### src/hw/rca_pkg.sv
package rca_pkg;

    // Datapath and grid sizing
    localparam int XLEN = 32;     // Operand and result word width
    localparam int NUM_RCAS = 2;  // Accelerators in the grid
    localparam int MAX_IDS = 4;   // In-flight instructions and FIFO depth (power of two)

    // Accelerator indices double as the unit KIND parameter
    localparam int RCA_ADD = 0;    // 32-bit add-accumulate
    localparam int RCA_MAC16 = 1;  // Two-lane 16-bit multiply-accumulate

    // Issue controller FSM encodings
    localparam logic GC_ACCEPTING = 1'b0;  // Requests flow straight to the grid
    localparam logic GC_WAIT = 1'b1;       // Holding a request until the old RCA drains

    typedef logic [$clog2(MAX_IDS)-1:0] id_t;
    typedef logic [$clog2(NUM_RCAS)-1:0] rca_sel_t;

    // One operand word, viewed whole by RCA 0 or as two lanes by RCA 1
    typedef union packed {
        logic [XLEN-1:0] word;
        logic [1:0][XLEN/2-1:0] half;  // half[0] is the low lane
    } rca_data_u;

    typedef struct packed {
        rca_data_u rs1;
        rca_data_u rs2;
    } rca_operands_t;

    // Everything the issue stage presents in the cycle of new_request
    typedef struct packed {
        logic new_request;   // One-cycle strobe per instruction
        id_t id;             // Tag returned with the writeback
        rca_sel_t rca_sel;   // Target accelerator
        logic use_instr;     // Low means the request is not for the grid
        logic use_fb_instr;  // Carries fresh register operands
        rca_operands_t ops;
    } rca_issue_t;

    typedef struct packed {
        rca_data_u data;
    } rca_result_t;

endpackage
### src/hw/rca_grid.sv
module rca_grid (
    input  logic clk,
    input  logic rst,
    input  rca_pkg::rca_issue_t issue,
    output logic issue_ready,
    output logic wb_valid,
    output rca_pkg::id_t wb_id,
    output logic wb_fb_instr,
    output rca_pkg::rca_result_t wb_result
);
    import rca_pkg::*;

    logic buf_data_valid;
    logic buf_rs_data_valid;
    logic clear_fifos;
    logic wb_committing;  // Running unit has a result at its head
    rca_sel_t currently_running_rca;
    rca_sel_t rca_sel_buf;
    rca_operands_t buf_rs_data;
    logic [NUM_RCAS-1:0] unit_res_valid;
    rca_result_t unit_res [NUM_RCAS];

    grid_control u_grid_control (
        .clk,
        .rst,
        .issue,
        .issue_ready,
        .wb_committing,
        .wb_id,
        .wb_fb_instr,
        .buf_data_valid,
        .buf_rs_data_valid,
        .clear_fifos,
        .currently_running_rca,
        .buf_rs_data,
        .rca_sel_buf
    );

    // Unit index equals its KIND, so unit 0 adds and unit 1 does lane MAC
    for (genvar k = 0; k < NUM_RCAS; k++) begin : g_unit
        rca_unit #(
            .KIND(k)
        ) u_rca_unit (
            .clk,
            .rst,
            .start(buf_data_valid && (rca_sel_buf == rca_sel_t'(k))),
            .load(buf_rs_data_valid && (rca_sel_buf == rca_sel_t'(k))),
            .ops(buf_rs_data),
            .clear(clear_fifos),  // Every unit clears on a fresh start
            .pop(wb_committing && (currently_running_rca == rca_sel_t'(k))),
            .res_valid(unit_res_valid[k]),
            .res(unit_res[k])
        );
    end

    // Only one unit runs at a time so a plain select replaces an arbiter
    assign wb_committing = unit_res_valid[currently_running_rca];
    assign wb_valid = wb_committing;
    assign wb_result = unit_res[currently_running_rca];

    // The switch protocol in the controller keeps idle units silent
    assert property (@(posedge clk) disable iff (rst)
        $onehot0(unit_res_valid));

endmodule

### src/hw/rca_unit.sv
module rca_unit #(
    parameter int KIND = rca_pkg::RCA_ADD  // RCA_ADD or RCA_MAC16
) (
    input  logic clk,
    input  logic rst,
    input  logic start,  // Already gated by the unit select
    input  logic load,
    input  rca_pkg::rca_operands_t ops,
    input  logic clear,
    input  logic pop,
    output logic res_valid,
    output rca_pkg::rca_result_t res
);
    import rca_pkg::*;

    localparam int PTR_W = $clog2(MAX_IDS);
    localparam int CNT_W = $clog2(MAX_IDS + 1);

    rca_operands_t ops_r;   // Operands kept for non-feedback instructions
    rca_operands_t cur_ops;
    rca_data_u s1_next;
    rca_data_u s1_data;     // Operand combine result, before the accumulator
    logic s1_valid;
    rca_data_u acc;
    rca_data_u acc_next;
    rca_data_u s2_data;
    logic s2_valid;
    rca_result_t fifo_mem [MAX_IDS];
    logic [PTR_W-1:0] rd_ptr;
    logic [PTR_W-1:0] wr_ptr;
    logic [CNT_W-1:0] count;

    always_ff @(posedge clk) begin
        if (load) ops_r <= ops;
    end

    assign cur_ops = load ? ops : ops_r;  // Feedback instruction uses its own fresh operands

    // Stage 1 combines the two operands
    always_comb begin
        s1_next = '0;
        if (KIND == RCA_MAC16) begin
            for (int i = 0; i < 2; i++) begin
                s1_next.half[i] = cur_ops.rs1.half[i] * cur_ops.rs2.half[i];  // Truncated product
            end
        end else begin
            s1_next.word = cur_ops.rs1.word + cur_ops.rs2.word;
        end
    end

    // Stage 2 folds in the accumulator, lanes stay separate for MAC16
    always_comb begin
        acc_next = acc;
        if (KIND == RCA_MAC16) begin
            for (int i = 0; i < 2; i++) begin
                acc_next.half[i] = acc.half[i] + s1_data.half[i];  // No carry into the other lane
            end
        end else begin
            acc_next.word = acc.word + s1_data.word;
        end
    end

    always_ff @(posedge clk) begin
        s1_data <= s1_next;
        s2_data <= acc_next;
    end

    always_ff @(posedge clk) begin
        if (rst) begin
            s1_valid <= 1'b0;
            s2_valid <= 1'b0;
            acc <= '0;
        end else begin
            s1_valid <= start;
            s2_valid <= s1_valid;
            if (s1_valid) acc <= acc_next;  // Ready for a start in the very next cycle
        end
    end

    always_ff @(posedge clk) begin
        if (s2_valid) fifo_mem[wr_ptr] <= '{data: s2_data};
    end

    always_ff @(posedge clk) begin
        if (rst) begin
            rd_ptr <= '0;
            wr_ptr <= '0;
            count <= '0;
        end else begin
            if (s2_valid) wr_ptr <= wr_ptr + 1'b1;
            if (clear) begin
                rd_ptr <= wr_ptr;               // Skips stale entries
                count <= CNT_W'(s2_valid);      // Keeps one arriving in the same cycle
            end else begin
                if (pop) rd_ptr <= rd_ptr + 1'b1;
                case ({s2_valid, pop})
                    2'b10: count <= count + 1'b1;
                    2'b01: count <= count - 1'b1;
                    default: count <= count;
                endcase
            end
        end
    end

    assign res_valid = (count != '0);
    assign res = fifo_mem[rd_ptr];

    // The top only pops the running unit when its head is valid
    assert property (@(posedge clk) disable iff (rst)
        pop |-> res_valid);

endmodule

### src/hw/grid_control.sv
module grid_control (
    input  logic clk,
    input  logic rst,
    input  rca_pkg::rca_issue_t issue,
    output logic issue_ready,
    input  logic wb_committing,
    output rca_pkg::id_t wb_id,
    output logic wb_fb_instr,
    output logic buf_data_valid,     // Start strobe for the selected unit
    output logic buf_rs_data_valid,  // Operand load strobe for the selected unit
    output logic clear_fifos,        // Empties the result FIFOs on a fresh start
    output rca_pkg::rca_sel_t currently_running_rca,
    output rca_pkg::rca_operands_t buf_rs_data,
    output rca_pkg::rca_sel_t rca_sel_buf
);
    import rca_pkg::*;

    rca_issue_t issue_buf;  // Request held for one cycle and longer while waiting
    logic new_request_r;
    logic state;
    logic next_state;
    logic ids_valid;          // Some ID is still in flight
    logic accept_fire;        // Buffered request goes out from the accepting state
    logic switch_exit;        // Leaving the wait state releases the held request
    logic pending_busy;       // In flight, counting the request released this cycle
    rca_sel_t pending_sel;    // RCA that will be running once this cycle ends
    logic rca_match;
    logic [MAX_IDS-1:0] fb_table;  // Feedback flag per ID

    // Request payload qualified by new_request_r
    always_ff @(posedge clk) begin
        if (issue.new_request) issue_buf <= issue;
    end

    always_ff @(posedge clk) begin
        if (rst) begin
            new_request_r <= 1'b0;
            state <= GC_ACCEPTING;
            currently_running_rca <= '0;
        end else begin
            new_request_r <= issue.new_request;
            state <= next_state;
            if (buf_data_valid) currently_running_rca <= issue_buf.rca_sel;
        end
    end

    assign accept_fire = (state == GC_ACCEPTING) && new_request_r && issue_buf.use_instr;

    // A request released this cycle already counts as running, so a back-to-back
    // request for a different RCA cannot slip past the check
    assign pending_busy = ids_valid || accept_fire;
    assign pending_sel = accept_fire ? issue_buf.rca_sel : currently_running_rca;
    assign rca_match = pending_busy ? (pending_sel == issue.rca_sel) : 1'b1;

    always_comb begin
        next_state = state;
        case (state)
            GC_ACCEPTING: begin
                if (issue.new_request && issue.use_instr && !rca_match) next_state = GC_WAIT;
            end
            GC_WAIT: begin
                if (!ids_valid) next_state = GC_ACCEPTING;  // Old RCA has fully written back
            end
        endcase
    end

    assign issue_ready = (state == GC_ACCEPTING);
    assign switch_exit = (state == GC_WAIT) && (next_state == GC_ACCEPTING);

    assign buf_data_valid = switch_exit || accept_fire;
    assign buf_rs_data_valid = buf_data_valid && issue_buf.use_fb_instr;  // Only feedback loads

    // Nothing in flight means the target unit starts from a clean result FIFO
    assign clear_fifos = switch_exit || (accept_fire && !ids_valid);

    assign buf_rs_data = issue_buf.ops;
    assign rca_sel_buf = issue_buf.rca_sel;

    // IDs leave in issue order, matching the in-order result stream
    id_fifo u_id_fifo (
        .clk,
        .rst,
        .push(buf_data_valid),
        .pop(wb_committing),
        .data_in(issue_buf.id),
        .data_out(wb_id),
        .valid(ids_valid)
    );

    always_ff @(posedge clk) begin
        if (buf_data_valid) fb_table[issue_buf.id] <= issue_buf.use_fb_instr;
    end

    assign wb_fb_instr = fb_table[wb_id];  // Looked up at the FIFO head

    // A clear must never drop results that still owe a writeback
    assert property (@(posedge clk) disable iff (rst)
        clear_fifos |-> !wb_committing);

    // A start on another RCA only once the running one has drained
    assert property (@(posedge clk) disable iff (rst)
        buf_data_valid && (rca_sel_buf != currently_running_rca) |-> !ids_valid);

endmodule

### src/hw/id_fifo.sv
module id_fifo (
    input  logic clk,
    input  logic rst,
    input  logic push,
    input  logic pop,
    input  rca_pkg::id_t data_in,
    output rca_pkg::id_t data_out,
    output logic valid
);
    import rca_pkg::*;

    localparam int PTR_W = $clog2(MAX_IDS);
    localparam int CNT_W = $clog2(MAX_IDS + 1);

    id_t mem [MAX_IDS];
    logic [PTR_W-1:0] rd_ptr;
    logic [PTR_W-1:0] wr_ptr;
    logic [CNT_W-1:0] count;

    // Entry storage
    always_ff @(posedge clk) begin
        if (push) mem[wr_ptr] <= data_in;
    end

    always_ff @(posedge clk) begin
        if (rst) begin
            rd_ptr <= '0;
            wr_ptr <= '0;
            count <= '0;
        end else begin
            if (push) wr_ptr <= wr_ptr + 1'b1;  // Depth is a power of two so pointers wrap
            if (pop) rd_ptr <= rd_ptr + 1'b1;
            case ({push, pop})
                2'b10: count <= count + 1'b1;
                2'b01: count <= count - 1'b1;
                default: count <= count;  // Idle, or push and pop cancel out
            endcase
        end
    end

    // Head is visible as soon as it is written
    assign data_out = mem[rd_ptr];
    assign valid = (count != '0);

    // The issuer caps in-flight IDs at MAX_IDS, so a push into a full buffer means a lost ID
    assert property (@(posedge clk) disable iff (rst)
        push |-> (count != CNT_W'(MAX_IDS)) || pop);

    // Writeback may only commit an ID that was issued
    assert property (@(posedge clk) disable iff (rst)
        pop |-> valid);

endmodule

### config.mk
export PLATFORM = sky130hd
export DESIGN_NAME = rca_grid
export DESIGN_NICKNAME = d
export VERILOG_FILES = /design/src/hw/rca_pkg.sv /design/src/hw/rca_grid.sv /design/src/hw/rca_unit.sv /design/src/hw/grid_control.sv /design/src/hw/id_fifo.sv
export SDC_FILE = /design/constraint.sdc
export NUM_CORES = 1
export LEC_CHECK = 0
export BUFFER_PORTS_ARGS = -buffer_cell sky130_fd_sc_hd__buf_4
export CORE_MARGIN = 1
export CORE_UTILIZATION = 40
export DETAILED_ROUTE_END_ITERATION = 8
export GPL_ROUTABILITY_DRIVEN = 1
export GPL_TIMING_DRIVEN = 0
export SKIP_CTS_REPAIR_TIMING = 1
export SYNTH_ARGS = -nofsm -noshare
export SYNTH_HDL_FRONTEND = slang
export SYNTH_SLANG_ARGS = --single-unit
### constraint.sdc
create_clock -name clk -period 12.5 [get_ports clk]
set_input_delay 0.625 -clock clk [delete_from_list [all_inputs] [get_ports clk]]
set_output_delay 0.625 -clock clk [all_outputs]
set_load 0.005 [all_outputs]
# After elaboration in Yosys (flattened, before gate mapping)
# Memories as Yosys holds them, arrays and structs flattened. A register that Yosys moved wholly into a read port is not among the register bits.
# Index checks and enable logic that the tools add are counted.
[word_totals]
n_memories = 3
regBits = 421
wordCells = 141
rom_bits = 0
latchBits = 0
mem_bits_rw = 264
[op_classes]
magnitude_cmp = 5
shifts = 0
addsub = 16
mul = 2
n_reduce_logical = 30
bitwise_logic = 5
div_mod_pow = 0
n_eq_ne = 7
muxes = 38
[memory_table]
columns = ["memory", "depth", "width", "read_ports", "rd_clocked_by_memory_dff", "write_ports", "line_no", "rtl"]
rows = [
  ["g_unit[0].u_rca_unit.fifo_mem", 4, 32, 1, 1, 1, "rca_unit.sv:28", "rca_result_t fifo_mem [MAX_IDS];"],
  ["g_unit[1].u_rca_unit.fifo_mem", 4, 32, 1, 1, 1, "rca_unit.sv:28", ""],
  ["u_grid_control.u_id_fifo.mem", 4, 2, 1, 1, 1, "id_fifo.sv:15", "id_t mem [MAX_IDS];"],
]
[op_table]
columns = ["cell", "count"]
rows = [
  ["$mux W64", 2],
  ["$mux W32", 3],
  ["$add A32 B32 Y32", 2],
  ["$add A16 B16 Y16", 2],
  ["$mul A16 B16 Y16", 2],
  ["$mux W2", 10],
  ["$pmux W3 S2", 3],
  ["$mux W1", 16],
  ["$reduce_bool A3 Y1", 5],
  ["$logic_and A1 B1 Y1", 14],
  ["$add A2 B1 Y2 const B", 6],
  ["$reduce_bool A2 Y1", 5],
  ["$add A3 B1 Y3 const B", 3],
  ["$sub A3 B1 Y3 const B", 3],
  ["$eq A2 B1 Y1 const B", 3],
  ["$eq A2 B2 Y1 const B", 3],
  ["$lt A2 B3 Y1 const B", 2],
  ["$bwmux W4", 1],
  ["$not A1 Y1", 4],
  ["$logic_or A1 B1 Y1", 3],
  ["$bmux W1 S2", 1],
  ["$demux W1 S2", 1],
  ["$ge A2 B1 Y1 const B", 1],
  ["$ge A2 B2 Y1 const B", 1],
  ["other kinds (6)", 7],
]

# Longest topological paths before layout
# Gate-level depths: netlist (run 1).
[logic_depth]
word_depth = 17
mapped_depth = 30

# Cells and area by module
# A second synthesis (run 1) with hierarchy kept.
[unflattened]
hier_cells = 2926
area_unflattened_um2 = 35821.9
[modules_own_cells]
columns = ["mod", "cells_each", "seq_area_each_um2", "instances", "area_each_um2"]
rows = [
  ["rca_unit at g_unit[1].u_rca_unit", 1708, 7267.0, 1, 18925.7],
  ["rca_unit at g_unit[0].u_rca_unit", 955, 7267.0, 1, 12670.9],
  ["grid_control", 168, 2252.2, 1, 2939.1],
  ["id_fifo", 52, 420.4, 1, 705.7],
  ["rca_grid", 43, 0.0, 1, 580.6],
]

# Worst setup path after synthesis (run 1)
# OpenSTA, ideal clock, no wires.
[synth_timing]
kind = "register -> register"
start = "reg u_grid_control.state"
end = "reg g_unit[1].u_rca_unit.s1_data[15] (netlist bit)"
path_stages_with_launch = 26
setup_time_ns = 0.072
required_ns = 12.428
arrival_time_ns = 6.420
setup_slack_ns = 6.008
path_buffers = 4
path_cell_list = "dfxtp_1 > and3b_1 > a21oi_4 > nor2_2 > buf_6 > buf_2 > buf_6 > buf_2 > mux2i_1 > nor2_1 > fa_1 > inv_1 > fa_1 > inv_1 > ha_1 > fa_1 > fa_1 > inv_1 > fa_1 > inv_1 > ha_1 > nor2b_1 > o21a_1 > o31a_1 > o41ai_1 > xnor2_1"
[synth_lines]
columns = ["element", "line_no", "rtl"]
rows = [
  ["start, declared", "grid_control.sv:20", "logic state;"],
  ["start signal, assigned", "grid_control.sv:42", "state <= next_state;"],
  ["end signal, assigned", "rca_unit.sv:64", "s1_data <= s1_next;"],
  ["end, declared", "rca_unit.sv:22", "rca_data_u s1_data;"],
]

==> results of run 1 <==
layer usage:
layer / part of all wire [%] / vias to the layer above
met5: 0.011 / -
met4: 3.0 / 2
met3: 4.3 / 124
met2: 45 / 468
met1: 48 / 10300
li1: - / 10300
Yosys cell counts (14+ instances only):
cell type / n / area [µm²]
o21ai_0: 41 / 205
nand2b_1: 14 / 87.6
ha_1: 206 / 2580
inv_1: 311 / 1170
and3_1: 14 / 87.6
a21o_1: 22 / 165
edfxtp_1: 337 / 10100
xnor2_1: 144 / 1260
mux2_2: 116 / 1310
nand3_1: 19 / 95.1
a21oi_1: 84 / 420
nor3_1: 30 / 150
o21a_1: 27 / 203
nand2_1: 212 / 796
fa_1: 167 / 3340
mux2i_1: 88 / 881
dfxtp_1: 354 / 7090
xor2_1: 42 / 368
nor2_1: 271 / 1020
and2_1: 24 / 150
mux4_2: 67 / 1510
a211oi_1: 18 / 135
clkbuf_1: 50 / 188
nor2b_1: 28 / 175
cell usage in the layout, fill, tap and decap left out, types with 7 or more instances in the layout:
cell       netlist  routed
nand2b_1        14      14
buf_4            0     108
xor2_1          42      42
clkbuf_16        0      80
clkbuf_1        50      63
clkbuf_8         0      12
edfxtp_1       337     337
nor2_1         271     271
ha_1           206     206
nand3_1         19      19
mux4_2          67      67
clkinv_1         6       8
nand4_1          7       7
nor3_1          30      30
or3_1            8       8
a21oi_1         84      84
a211oi_1        18      18
o21ai_0         41      41
o21bai_1        13      13
mux2_2         116     116
clkinv_2         0      13
nor2b_1         28      28
fa_1           167     167
nand3b_1         7       7
inv_1          311     311
o21a_1          27      27
and2_2           0       8
o211ai_1        10      10
mux2i_1         88      88
and3_1          14      14
xnor2_1        144     144
buf_1            9       9
dfxtp_1        354     354
a21o_1          22      22
and2_1          24      16
a31oi_1          8       8
nand2_1        212     212
area by class of cell:
| cell class | count | share of cell area (%) |
|---|---|---|
| clock buffers | 106 | 5.56 |
| repair buffers | 116 | 2.47 |
| plain buffers | 69 | 0.742 |
| clock inverters | 30 | 0.660 |
| multi-input cells | 1794 | 40.9 |
| inverters | 320 | 3.00 |
| well taps | 1155 | 3.61 |
| flip-flops and latches | 691 | 43.0 |
per-stage QoR:
step / hold WS [ns] / setup WS [ns] / area, µm² / cells / utilization (%)
finish: 0.172 / 4.38 / 40000 / 4281 / 46.1
detailed placement: 0.462 / 4.43 / 37500 / 4145 / 43.2
floorplan: 0.435 / 6.01 / 35100 / 2874 / -
CTS: 0.138 / 4.38 / 40000 / 4281 / 46.1
global route: 0.152 / 3.97 / 40000 / 4281 / 46.1
global placement: 0.459 / 4.46 / 37300 / 4137 / 43.0
flip-flops by register name, indices dropped and copies added, names as in the netlist, 3 cells and up, named ones only:
| name | flops |
|---|---|
| u_grid_control.buf_rs_data | 64 |
| g_unit.u_rca_unit.acc | 64 |
| u_grid_control.u_id_fifo.mem | 8 |
| g_unit.u_rca_unit.s1_data | 64 |
| g_unit.u_rca_unit.wr_ptr | 4 |
| g_unit.u_rca_unit.ops_r | 128 |
| u_grid_control.u_id_fifo.count | 3 |
| g_unit.u_rca_unit.count | 6 |
| g_unit.u_rca_unit.fifo_mem | 256 |
| g_unit.u_rca_unit.rd_ptr | 4 |
| u_grid_control.fb_table | 4 |
| g_unit.u_rca_unit.s2_data | 64 |
| u_grid_control.issue_buf | 4 |
final timing paths:
| path | startpoint | end | depth (start not counted) |
|---|---|---|---|
| setup / recovery | u_grid_control.u_id_fifo.count[2] | g_unit[1].u_rca_unit.s1_data[31] | 25 |
| hold / removal | issue[56] | u_grid_control.buf_rs_data[56] | 1 |
| hold reg to reg | g_unit[0].u_rca_unit.s2_data[29] | g_unit[0].u_rca_unit.fifo_mem[1][29] | 0 |
| setup reg to reg | u_grid_control.u_id_fifo.count[2] | g_unit[1].u_rca_unit.s1_data[31] | 25 |
cells by family (layout without fill, tap and decap cells):
group / Yosys count / in the layout / share of synthesized area, %
XOR/XNOR: 187 / 187 / 4.71
multiplexers: 280 / 280 / 11.0
buffers and inverters: 389 / 641 / 4.27
adder cells (fa/ha/maj): 373 / 373 / 16.9
flip-flops: 691 / 691 / 49.1
AO/OA/AOI/OAI: 293 / 293 / 5.70
AND/OR/NAND/NOR: 661 / 661 / 8.33
==> results by stage, run 1 <==
Drt:
- The post-detailed-route wirelength per cell is 18.7 µm.
- The count of nets left with antenna violations once routing finished came out at 0.
- Summed over all layers, the routed wires come to 80.1 mm.
- The routed via count is 21100.
- The detailed-router iteration count before antenna repair is 5.
- The post-route DRC violation count is 0.
- The iteration-0 DRC count of the detailed router is 1289.
- The mean number of vias per cell is ~4.9.

Yosys:
- The post-synthesis cell count is 2874.
- Averaged over all synthesized cells, the footprint is approximately 12 µm².
- The post-synthesis register bit count is 691.
- The synthesized net count is approximately 3300.
- The post-synthesis instance area is between 30000 and 40000 µm².
- The synthesized netlist contains 84 unique library cells.
- The count of flip-flops with a built-in enable after synthesis is 337.
- Sequential elements use about half of the synthesized area.
- During synthesis, Yosys emitted a total of 0 warnings.
- Counting flops with an async set or reset pin after synthesis yields a share of 0%.
- The predominant post-synthesis flop cell is dfxtp_1.

GRT:
- In the global route stage, overall resource usage came out at around 18%.
- The initial antenna violation count is 3.
- The global routing usage on met1 is 26.1%.
- The pin count of the biggest net entering global routing is around 70.
- The total overflow left after global routing is 0.
- For met3 alone, demand over resource in global routing was 2.49%.
- met2 is the most crowded layer.
- The fraction of met2 tracks used by global routing is 28.3%.
- The global-route wire length before repair is 125 mm.
- The number of global-route vias before repair came to 21400.

Finish:
- The area occupied by multi-input gates is around 16000 µm².
- The signed area change from the synthesized netlist to the final layout is 14.1%.
- The number of fill cells is 7897.
- Registers take approximately 17000 µm².
- The post-route netlist has 15.2% of its cells at a drive strength greater than 1.
- After the last flow step, the layout net total stands at approximately 3500.
- The number of antenna cells inserted is 0.

STA:
- In the finished design, the share of the clock period the worst path needs comes to 65.0%.
- The setup clock skew after layout is 0.0362 ns.
- The final setup violation count is 0.
- For this run, the top clock speed supported by timing is about 0.12 GHz.
- The minimum clock period after layout is roughly 8.1 ns.
- The number of max-slew violations in the final report is 0.
- For the pin with the worst max-slew slack, the measured transition is 1.03 ns.
- Setup repair after global routing left no endpoint under its margin.
- After routing, the total negative slack on setup checks comes to 0 ns.
- The worst slew slack as a fraction of its limit is 29.3%.
- The final hold violation count is 0.

Place:
- Detailed placement ended at an HPWL of around 60 mm.
- The weighted congestion reported at the end of routability-driven placement is 0.860.
- Buffers placed on the I/O ports in this run total 108.

Job:
- The tool flagged a number of max-cap violations equal to 0.

Floorplan:
- The row count is 108.
- The area of the die is 88800 µm².
- The core outline area is 86800 µm².
- In this run the count of I/O pins placed on the die edge is 109.
- The floorplan step set the die width to between 200 and 300 µm.
- The vertical extent of the die is 298 µm.
- The initial standard-cell utilization of the core is 40.4%.

Clock tree:
- At the later pin of the worst-skew pair, clock insertion delay measures 0.62 ns.
- The CTS tree is built.
- No sink is reached through more buffers than the 3 on the longest clock path.
- Clock-pin slew was measured on the worst setup and hold paths at 0.06 ns.
- The total number of H-tree levels is 3.
- The cell sitting at the root of the clock tree is a clkbuf_16.
- The tree built by TritonCTS fans out to about 690 sinks.
- Counting the buffers created by CTS gives between 70 and 80.

Setup path:
- The data arrival at the endpoint of the critical path is approximately 8.6 ns.
- The critical path required time is 12.97 ns.
- The cell that appears most often on the critical path is xnor2_1.
- STA classifies the critical path startpoint as a flop.
- The critical path is of the reg2reg type.
- The slowest stage of the critical path belongs to the cell mux2i_1.
- The cell family contributing the most delay on the critical path is adder cells.
- For this run, the slowest stage of the critical path takes 0.77 ns.
- The element type at the critical path end is a flop.
- The largest driver fanout on the critical path is 10.
- The worst register-to-register path has a setup slack of between 4 and 5 ns.
- Counting both buffers and inverters, the worst setup path holds a total of 6.

Min path:
- The tightest min-delay check is of the in2reg type.

Status:
- The run finished with clean final reports.
Power of run 1 is left out: the tool's default activity adds up to more than one toggle a clock period on the data nets, which glitch-free logic cannot reach.
==> run 2, diff against run 1 <==
ABC_AREA = 1   (was not set)
clock period = 7.6 ns   (was 12.5 ns; I/O delays follow)
==> run 2 against run 1 <==
Against the previous run: hold slack improved by 0.20 ns; non-clock buffer count rose by 101; fmax up 13%; die area up 3.1%; clock skew decreased by 0.0024 ns; count of clock-buffer cells in the layout fell by 2; critical path depth is 3 higher; flip-flop and latch count stayed put; largest cell class unchanged; register-to-register slack lost 4.0 ns; area after synthesis up 3.1%; setup slack worse by 4.0 ns.
==> results by stage, run 2 <==
Status:
- The flow ran to the end, and the final reports show no timing, DRC or antenna violations.

Drt:
- The iteration-0 DRC count of the detailed router is between 1500 and 2000.
- The highest metal layer carrying signal wires in the routed design is met4.
- After detailed routing, the met2 layer carries 42.4 mm of wire.
- For this run, design rule violations remaining after detail routing come to 0.
- The routed via count is 26500.
- The mean number of vias per cell is slightly below 5.
- The met3 wire length is between 4 and 5 mm.
- The detailed-router iteration count before antenna repair is 5.
- The routed design has approximately 94 mm of wire.
- The routed metal-1 wire length is 44.4 mm.
- Once detail routing completed, the nets flagged for antenna violations numbered 0.
- The post-detailed-route wirelength per cell is between 15 and 20 µm.

STA:
- The final sum of negative setup slack is 0 ns.
- The final hold violation count is 0.
- In this run the tightest slew margin relative to its limit is 36.6%.
- For the pin with the worst max-slew slack, the measured transition is 0.950 ns.
- The minimum clock period after layout is 7.18 ns.
- Setup repair after global routing left no endpoint under its margin.
- The ratio of final minimum period to clock period is between 90% and 100%.
- The fmax is roughly 0.14 GHz.
- The number of max-slew violations in the final report is 0.
- For the final database, setup skew stands at 0.0338 ns.
- Setup violations remaining at the end of the flow were counted as 0.

Finish:
- Cells with a size suffix above 1 make up 7.45% of the layout.
- The area growth from synthesis to layout is 15.1%.
- The register with the most flip-flops in the layout has ~260 of them.
- The most common cell after layout, fill and taps aside is nor2_1.
- For this run, the post-layout net count is roughly 4600.
- The top cell types in the final layout, fill and taps aside, are 619 x nor2_1, 598 x nand2_1, 563 x inv_1.
- The register with the most flip-flops in the final layout is g_unit.u_rca_unit.fifo_mem.
- The largest registers in the layout are g_unit.u_rca_unit.fifo_mem x256, g_unit.u_rca_unit.ops_r x128.

Clock tree:
- The library cell used as clock root buffer is clkbuf_16.
- The number of clock buffers added by TritonCTS is 73.
- The maximum buffer depth of the clock tree is 3.
- The total number of H-tree levels is 3.
- The clock edge transition at the registers on the reported setup and hold paths is 0.06 ns.
- The number of clock sinks is just under 700.
- The clock latency on the worst-skew pair is 0.63 ns.
- The CTS tree is built.

Setup path:
- The element type at the critical path end is a flop.
- Data arrives at the worst endpoint at between 7 and 8 ns.
- The critical path required time is 8.04 ns.
- The slowest stage cell on the critical path is fa_1.
- The number of buffers and inverters on the critical path is 7.
- The worst stage delay on the critical path is between 0.5 and 0.6 ns.
- The setup path with the least slack is of type reg2reg.
- The startpoint identified for the worst register-to-register timing path is u_grid_control.u_id_fifo.count[1].
- The worst setup path is launched from a flop.
- The category of cells accounting for the largest share of critical-path delay is adder cells.
- The largest driver fanout on the critical path is 10.
- The start point of the critical path is u_grid_control.u_id_fifo.count[1].
- The most frequent cell on the critical path is fa_1.

Yosys:
- Yosys printed 0 warnings.
- The post-synthesis area per instance is 9.29 µm².
- The async set-or-reset flop fraction in the synthesized netlist is 0%.
- The share of synthesized area in the top cell type comes to 28.0%.
- Sorting the synthesized cells by area gives the leading types as edfxtp_1 28%, dfxtp_1 20%, fa_1 9.2%.
- After synthesis, the most frequently instantiated cells are 619 x nor2_1, 598 x nand2_1, 571 x inv_1, 354 x dfxtp_1, 337 x edfxtp_1.
- Synthesis produced a netlist whose cell count is 3891.
- Synthesis produced a netlist with a net count of 4336.
- The largest total area in the synthesized netlist belongs to edfxtp_1.
- After synthesis, flip-flops and latches occupy 47.6% of the total area.
- The count of flip-flops with a built-in enable after synthesis is 337.
- The post-synthesis register bit count is 691.
- The number of distinct library cells after synthesis is 54.
- The post-synthesis instance area is 36200 µm².
- The cell with the most instances after synthesis is nor2_1.
- In the synthesized netlist the dominant register cell turns out to be dfxtp_1.

Min path:
- In this run the most critical hold path is launched from issue[69].
- The worst hold path belongs to the class in2reg.

GRT:
- Across every metal layer, demand over resource in global routing totals 20.7%.
- The initial antenna violation count is 0.
- Entering global routing, the biggest net connects 72 pins.
- The global-route wire length before repair is 145 mm.
- The number of global-route vias before repair is ~25000.
- The total overflow left after global routing is 0.

Floorplan:
- The number of placed I/O pins is between 100 and 150.
- After floorplanning, the core was divided into 109 placement rows.
- The horizontal extent of the die is 303 µm.
- The area of the die is 91600 µm².
- The core outline area is 88900 µm².
- The die is 303 µm tall.
- The initial standard-cell utilization of the core is 40.7%.

Place:
- The number of buffer cells added on primary ports is 107.
- The total half-perimeter wirelength after legalization and detailed placement is 71.5 mm.
- The weighted congestion reported at the end of routability-driven placement is 0.902.

Job:
- Max-cap violations in this run came to 0.
## run 2: metrics by stage
stage / area, µm² / instances / util [%] / setup slack, ns / hold WS (ns)
CTS: 40900 / 5298 / 46.0 / 0.509 / -0.111
global route: 41600 / 5367 / 46.8 / 0.0740 / 0.444
finish: 41600 / 5368 / 46.8 / 0.421 / 0.376
detailed placement: 38400 / 5163 / 43.2 / 0.577 / 0.461
floorplan: 36200 / 3891 / - / 1.94 / 0.436
global placement: 38400 / 5163 / 43.2 / 0.541 / 0.454
## run 2: worst paths after layout
check / end / slack [ns] / cells past startpoint
worst max-delay path: g_unit[1].u_rca_unit.s1_data[15] / 0.42 / 28
worst min-delay path: u_grid_control.new_request_r / 0.38 / 3
worst max register to register: g_unit[1].u_rca_unit.s1_data[15] / 0.42 / 28
worst min register to register: g_unit[1].u_rca_unit.fifo_mem[1][4] / 0.47 / 0
## run 2: per-layer routing
metal / vias up / global-route usage, %
met4: 0 / 5.70
li1: 13200 / -
met5: - / 0
met2: 726 / 32.6
met3: 138 / 2.95
met1: 12500 / 29.7
## run 2: cells by family after synthesis
logic type | share of synthesized area (%)
flops | 47.6
xor+xnor | 2.98
buf+inv | 7.41
simple gates | 15.1
mux | 0.343
compound gates | 10.2
fa+ha+maj | 16.4
## run 2: final cells by class
cell class	count	area, µm²
well taps	1165	1460
multi-input cells	2506	16300
repair buffers	176	1490
diodes	1	2.50
clock inverters	31	334
clock buffers	104	2160
fillers	8455	47300
flip-flops and latches	691	17200
inverters	584	2190
plain buffers	110	487
## run 2: worst register-to-register path: cells and delay by family (launching register included)
family                   cells  cell delay [ns]
flip-flops                   1             0.33
buffers and inverters        7             1.34
AO/OA/AOI/OAI                4             0.90
AND/OR/NAND/NOR             10             1.32
adder cells (fa/ha/maj)      7             3.12
Power of run 2 is left out for the same reason.
==> run 3, diff against run 2 <==
PLACE_DENSITY = 0.55   (was not set)
clock period = 8.7 ns   (was 7.6 ns; I/O delays follow)
==> run 3 against run 2 <==
Against the previous run: non-clock buffer count decreased by 2; global-route usage about the same; via count decreased by 0.95%; core utilization increased by 0.051 points; setup slack improved by 1.0 ns; clock skew increased by 0.0018 ns; design area increased by 0.11%; routed wire length increased by 1.1%.
==> results by stage, run 3 (synthesis gave the netlist of run 2 again) <==
Drt:
- In the routed layout, each cell is associated on average with a via count of 4.89.
- The detailed-router iteration count before antenna repair is 5.
- Dividing the detail-routed wire length by the instance count gives 17.7 µm.
- The final wirelength is 95.1 mm.
- The first routing iteration left 1571 violations.
- The final route contains 26300 vias.
- After detailed routing, the number of remaining DRC violations is 0.
- The number of antenna-violating nets in the routed design is 0.

STA:
- The fmax is 0.138 GHz.
- Counting I/O delays and the setup requirement, the final critical path takes approximately 7.3 ns.
- The transition time at the pin with the least slew margin is approximately 1.0 ns.
- Setup repair after global routing left no endpoint under its margin.
- Setup violations remaining at the end of the flow were counted as 0.
- Across the routed clock network, the largest skew measured is 0.0357 ns.
- The final sum of negative setup slack is 0 ns.
- Measured against its own limit, the worst slew margin works out to 32.8%.
- The number of max-slew violations in the final report is 0.
- The final hold violation count is 0.
- The ratio of final minimum period to clock period is 83.5%.

Setup path:
- The critical path required time is 9.14 ns.
- The cell count of the worst reg-to-reg path is 28.
- STA puts the critical path data arrival time at 7.70 ns.
- The most frequent cell on the critical path is fa_1.
- The end of the worst register-to-register path is g_unit[1].u_rca_unit.s1_data[15].
- The worst stage delay on the critical path is 0.57 ns.
- Counting both buffers and inverters, the worst setup path holds a total of 7.
- The largest driver fanout on the critical path is 10.
- The element type at the critical path end is a flop.
- The type of element launching the critical path is a flop.
- The kind of critical path is reg2reg.
- On the critical path the largest part of the delay comes from adder cells.
- For flop-to-flop paths, the worst setup slack is 1.43 ns.
- The slowest stage of the critical path is the clkbuf_1 cell.
- The critical register-to-register path startpoint is u_grid_control.u_id_fifo.count[0].

Clock tree:
- The total number of H-tree levels is 3.
- For the worst-skew pair, the clock arrives at the later sink with an insertion delay of between 0.6 and 0.7 ns.
- The CTS tree is built.
- In this run, CTS created clock tree buffers numbering 76.
- In this run the clock root is driven by a clkbuf_16.
- Counting every sink on the clock net gives 691.
- The clock edge transition at the registers on the reported setup and hold paths is ~0.06 ns.
- The maximum buffer depth of the clock tree is 3.

GRT:
- The pin count of the biggest net entering global routing is between 70 and 80.
- The number of global-route vias before repair is about 25000.
- The global-route wire length before repair is 145 mm.
- Across every metal layer, demand over resource in global routing totals between 20% and 30%.
- The remaining global-route overflow is 0.
- The initial antenna violation count is 3.

Finish:
- The number of fill cells is 8540.
- In the layout the commonest cells are 619 x nor2_1, 598 x nand2_1, 563 x inv_1.
- Ranked by flip-flop count, first place goes to g_unit.u_rca_unit.fifo_mem.
- The largest registers in the layout are g_unit.u_rca_unit.fifo_mem x256, g_unit.u_rca_unit.ops_r x128.
- Of the cells placed in the final design, the portion with a size suffix greater than 1 is 7.59%.
- From synthesis to final layout, the design area changed by 15.2%.
- The post-layout net count is between 4000 and 5000.
- The register with the most flip-flops in the layout has 256 of them.
- The most common cell after layout, fill and taps aside is nor2_1.

Min path:
- The worst hold path belongs to the class in2reg.
- The path with the worst hold slack has its endpoint at u_grid_control.issue_buf[65].
- The worst min-delay path startpoint is issue[65].
- Along the worst hold path, the cell count comes to 1.

Job:
- The max-capacitance violation count is 0.

Floorplan:
- The initial standard-cell utilization of the core is between 40% and 50%.
- The horizontal extent of the die is 303 µm.
- The row count is 109.
- The vertical extent of the die is 303 µm.
- The area of the die is ~92000 µm².
- The floorplan step defined a core boundary enclosing between 80000 and 90000 µm².
- The number of placed I/O pins is 109.

Place:
- The count of buffers added on input and output ports is ~110.
- Summed over all nets, the half-perimeter wirelength after detailed placement is just over 70 mm.
- At the end of routability-driven placement, the weighted congestion stood at 0.887.

Status:
- The flow ran to the end, and the final reports show no timing, DRC or antenna violations.
## run 3: cell count changes in the layout (fill, tap and decap cells not counted), sizes merged
cell         change
bufinv           +1
clkbuf           +2
clkinv           +1
clkinvlp         -1
diode            +1
dlygate4sd3      -2
inv              +2
## run 3: layer usage
| layer | vias to the layer above | track usage, % | routed length, µm |
|---|---|---|---|
| met5 | - | 0 | 0 |
| met4 | 0 | 5.81 | 2530 |
| met3 | 128 | 2.72 | 4360 |
| met2 | 582 | 32.5 | 42700 |
| met1 | 12400 | 30.0 | 45500 |
| li1 | 13200 | - | - |
## run 3: worst max path at each step
stage	startpoint	to	slack, ns	depth (start not counted)
6_report	u_grid_control.u_id_fifo.count[0]	g_unit[1].u_rca_unit.s1_data[15]	1.43	28
5_1_grt	u_grid_control.u_id_fifo.count[0]	g_unit[1].u_rca_unit.s1_data[15]	1.18	27
4_1_cts	u_grid_control.u_id_fifo.count[0]	g_unit[1].u_rca_unit.s1_data[15]	1.54	28
3_5_place_dp	u_grid_control.u_id_fifo.count[0]	g_unit[1].u_rca_unit.s1_data[15]	1.61	28
3_3_place_gp	u_grid_control.u_id_fifo.count[0]	g_unit[1].u_rca_unit.s1_data[15]	1.61	28
2_1_floorplan	u_grid_control.state	g_unit[1].u_rca_unit.s1_data[15]	3.04	29
## run 3: area by class of cell
cell class / count / area (µm²) / share of cell area (%)
flip-flops and latches: 691 / 17200 / 41.3
multi-input cells: 2506 / 16300 / 39.1
plain buffers: 110 / 487 / 1.17
well taps: 1165 / 1460 / 3.50
clock inverters: 34 / 365 / 0.877
repair buffers: 174 / 1470 / 3.54
clock buffers: 106 / 2190 / 5.26
diodes: 2 / 5.00 / 0.0120
inverters: 584 / 2190 / 5.26
## run 3: per-stage QoR
stage	hold WS, ns	cell area, µm²	utilization [%]	cells	worst slack [ns]
floorplan	0.436	36200	-	3891	3.04
global placement	0.453	38400	43.2	5163	1.61
detailed placement	0.456	38400	43.2	5163	1.61
CTS	-0.0569	41000	46.1	5303	1.54
global route	0.0141	41600	46.8	5370	1.18
finish	0.0398	41600	46.8	5372	1.43
Power of run 3 is left out for the same reason.
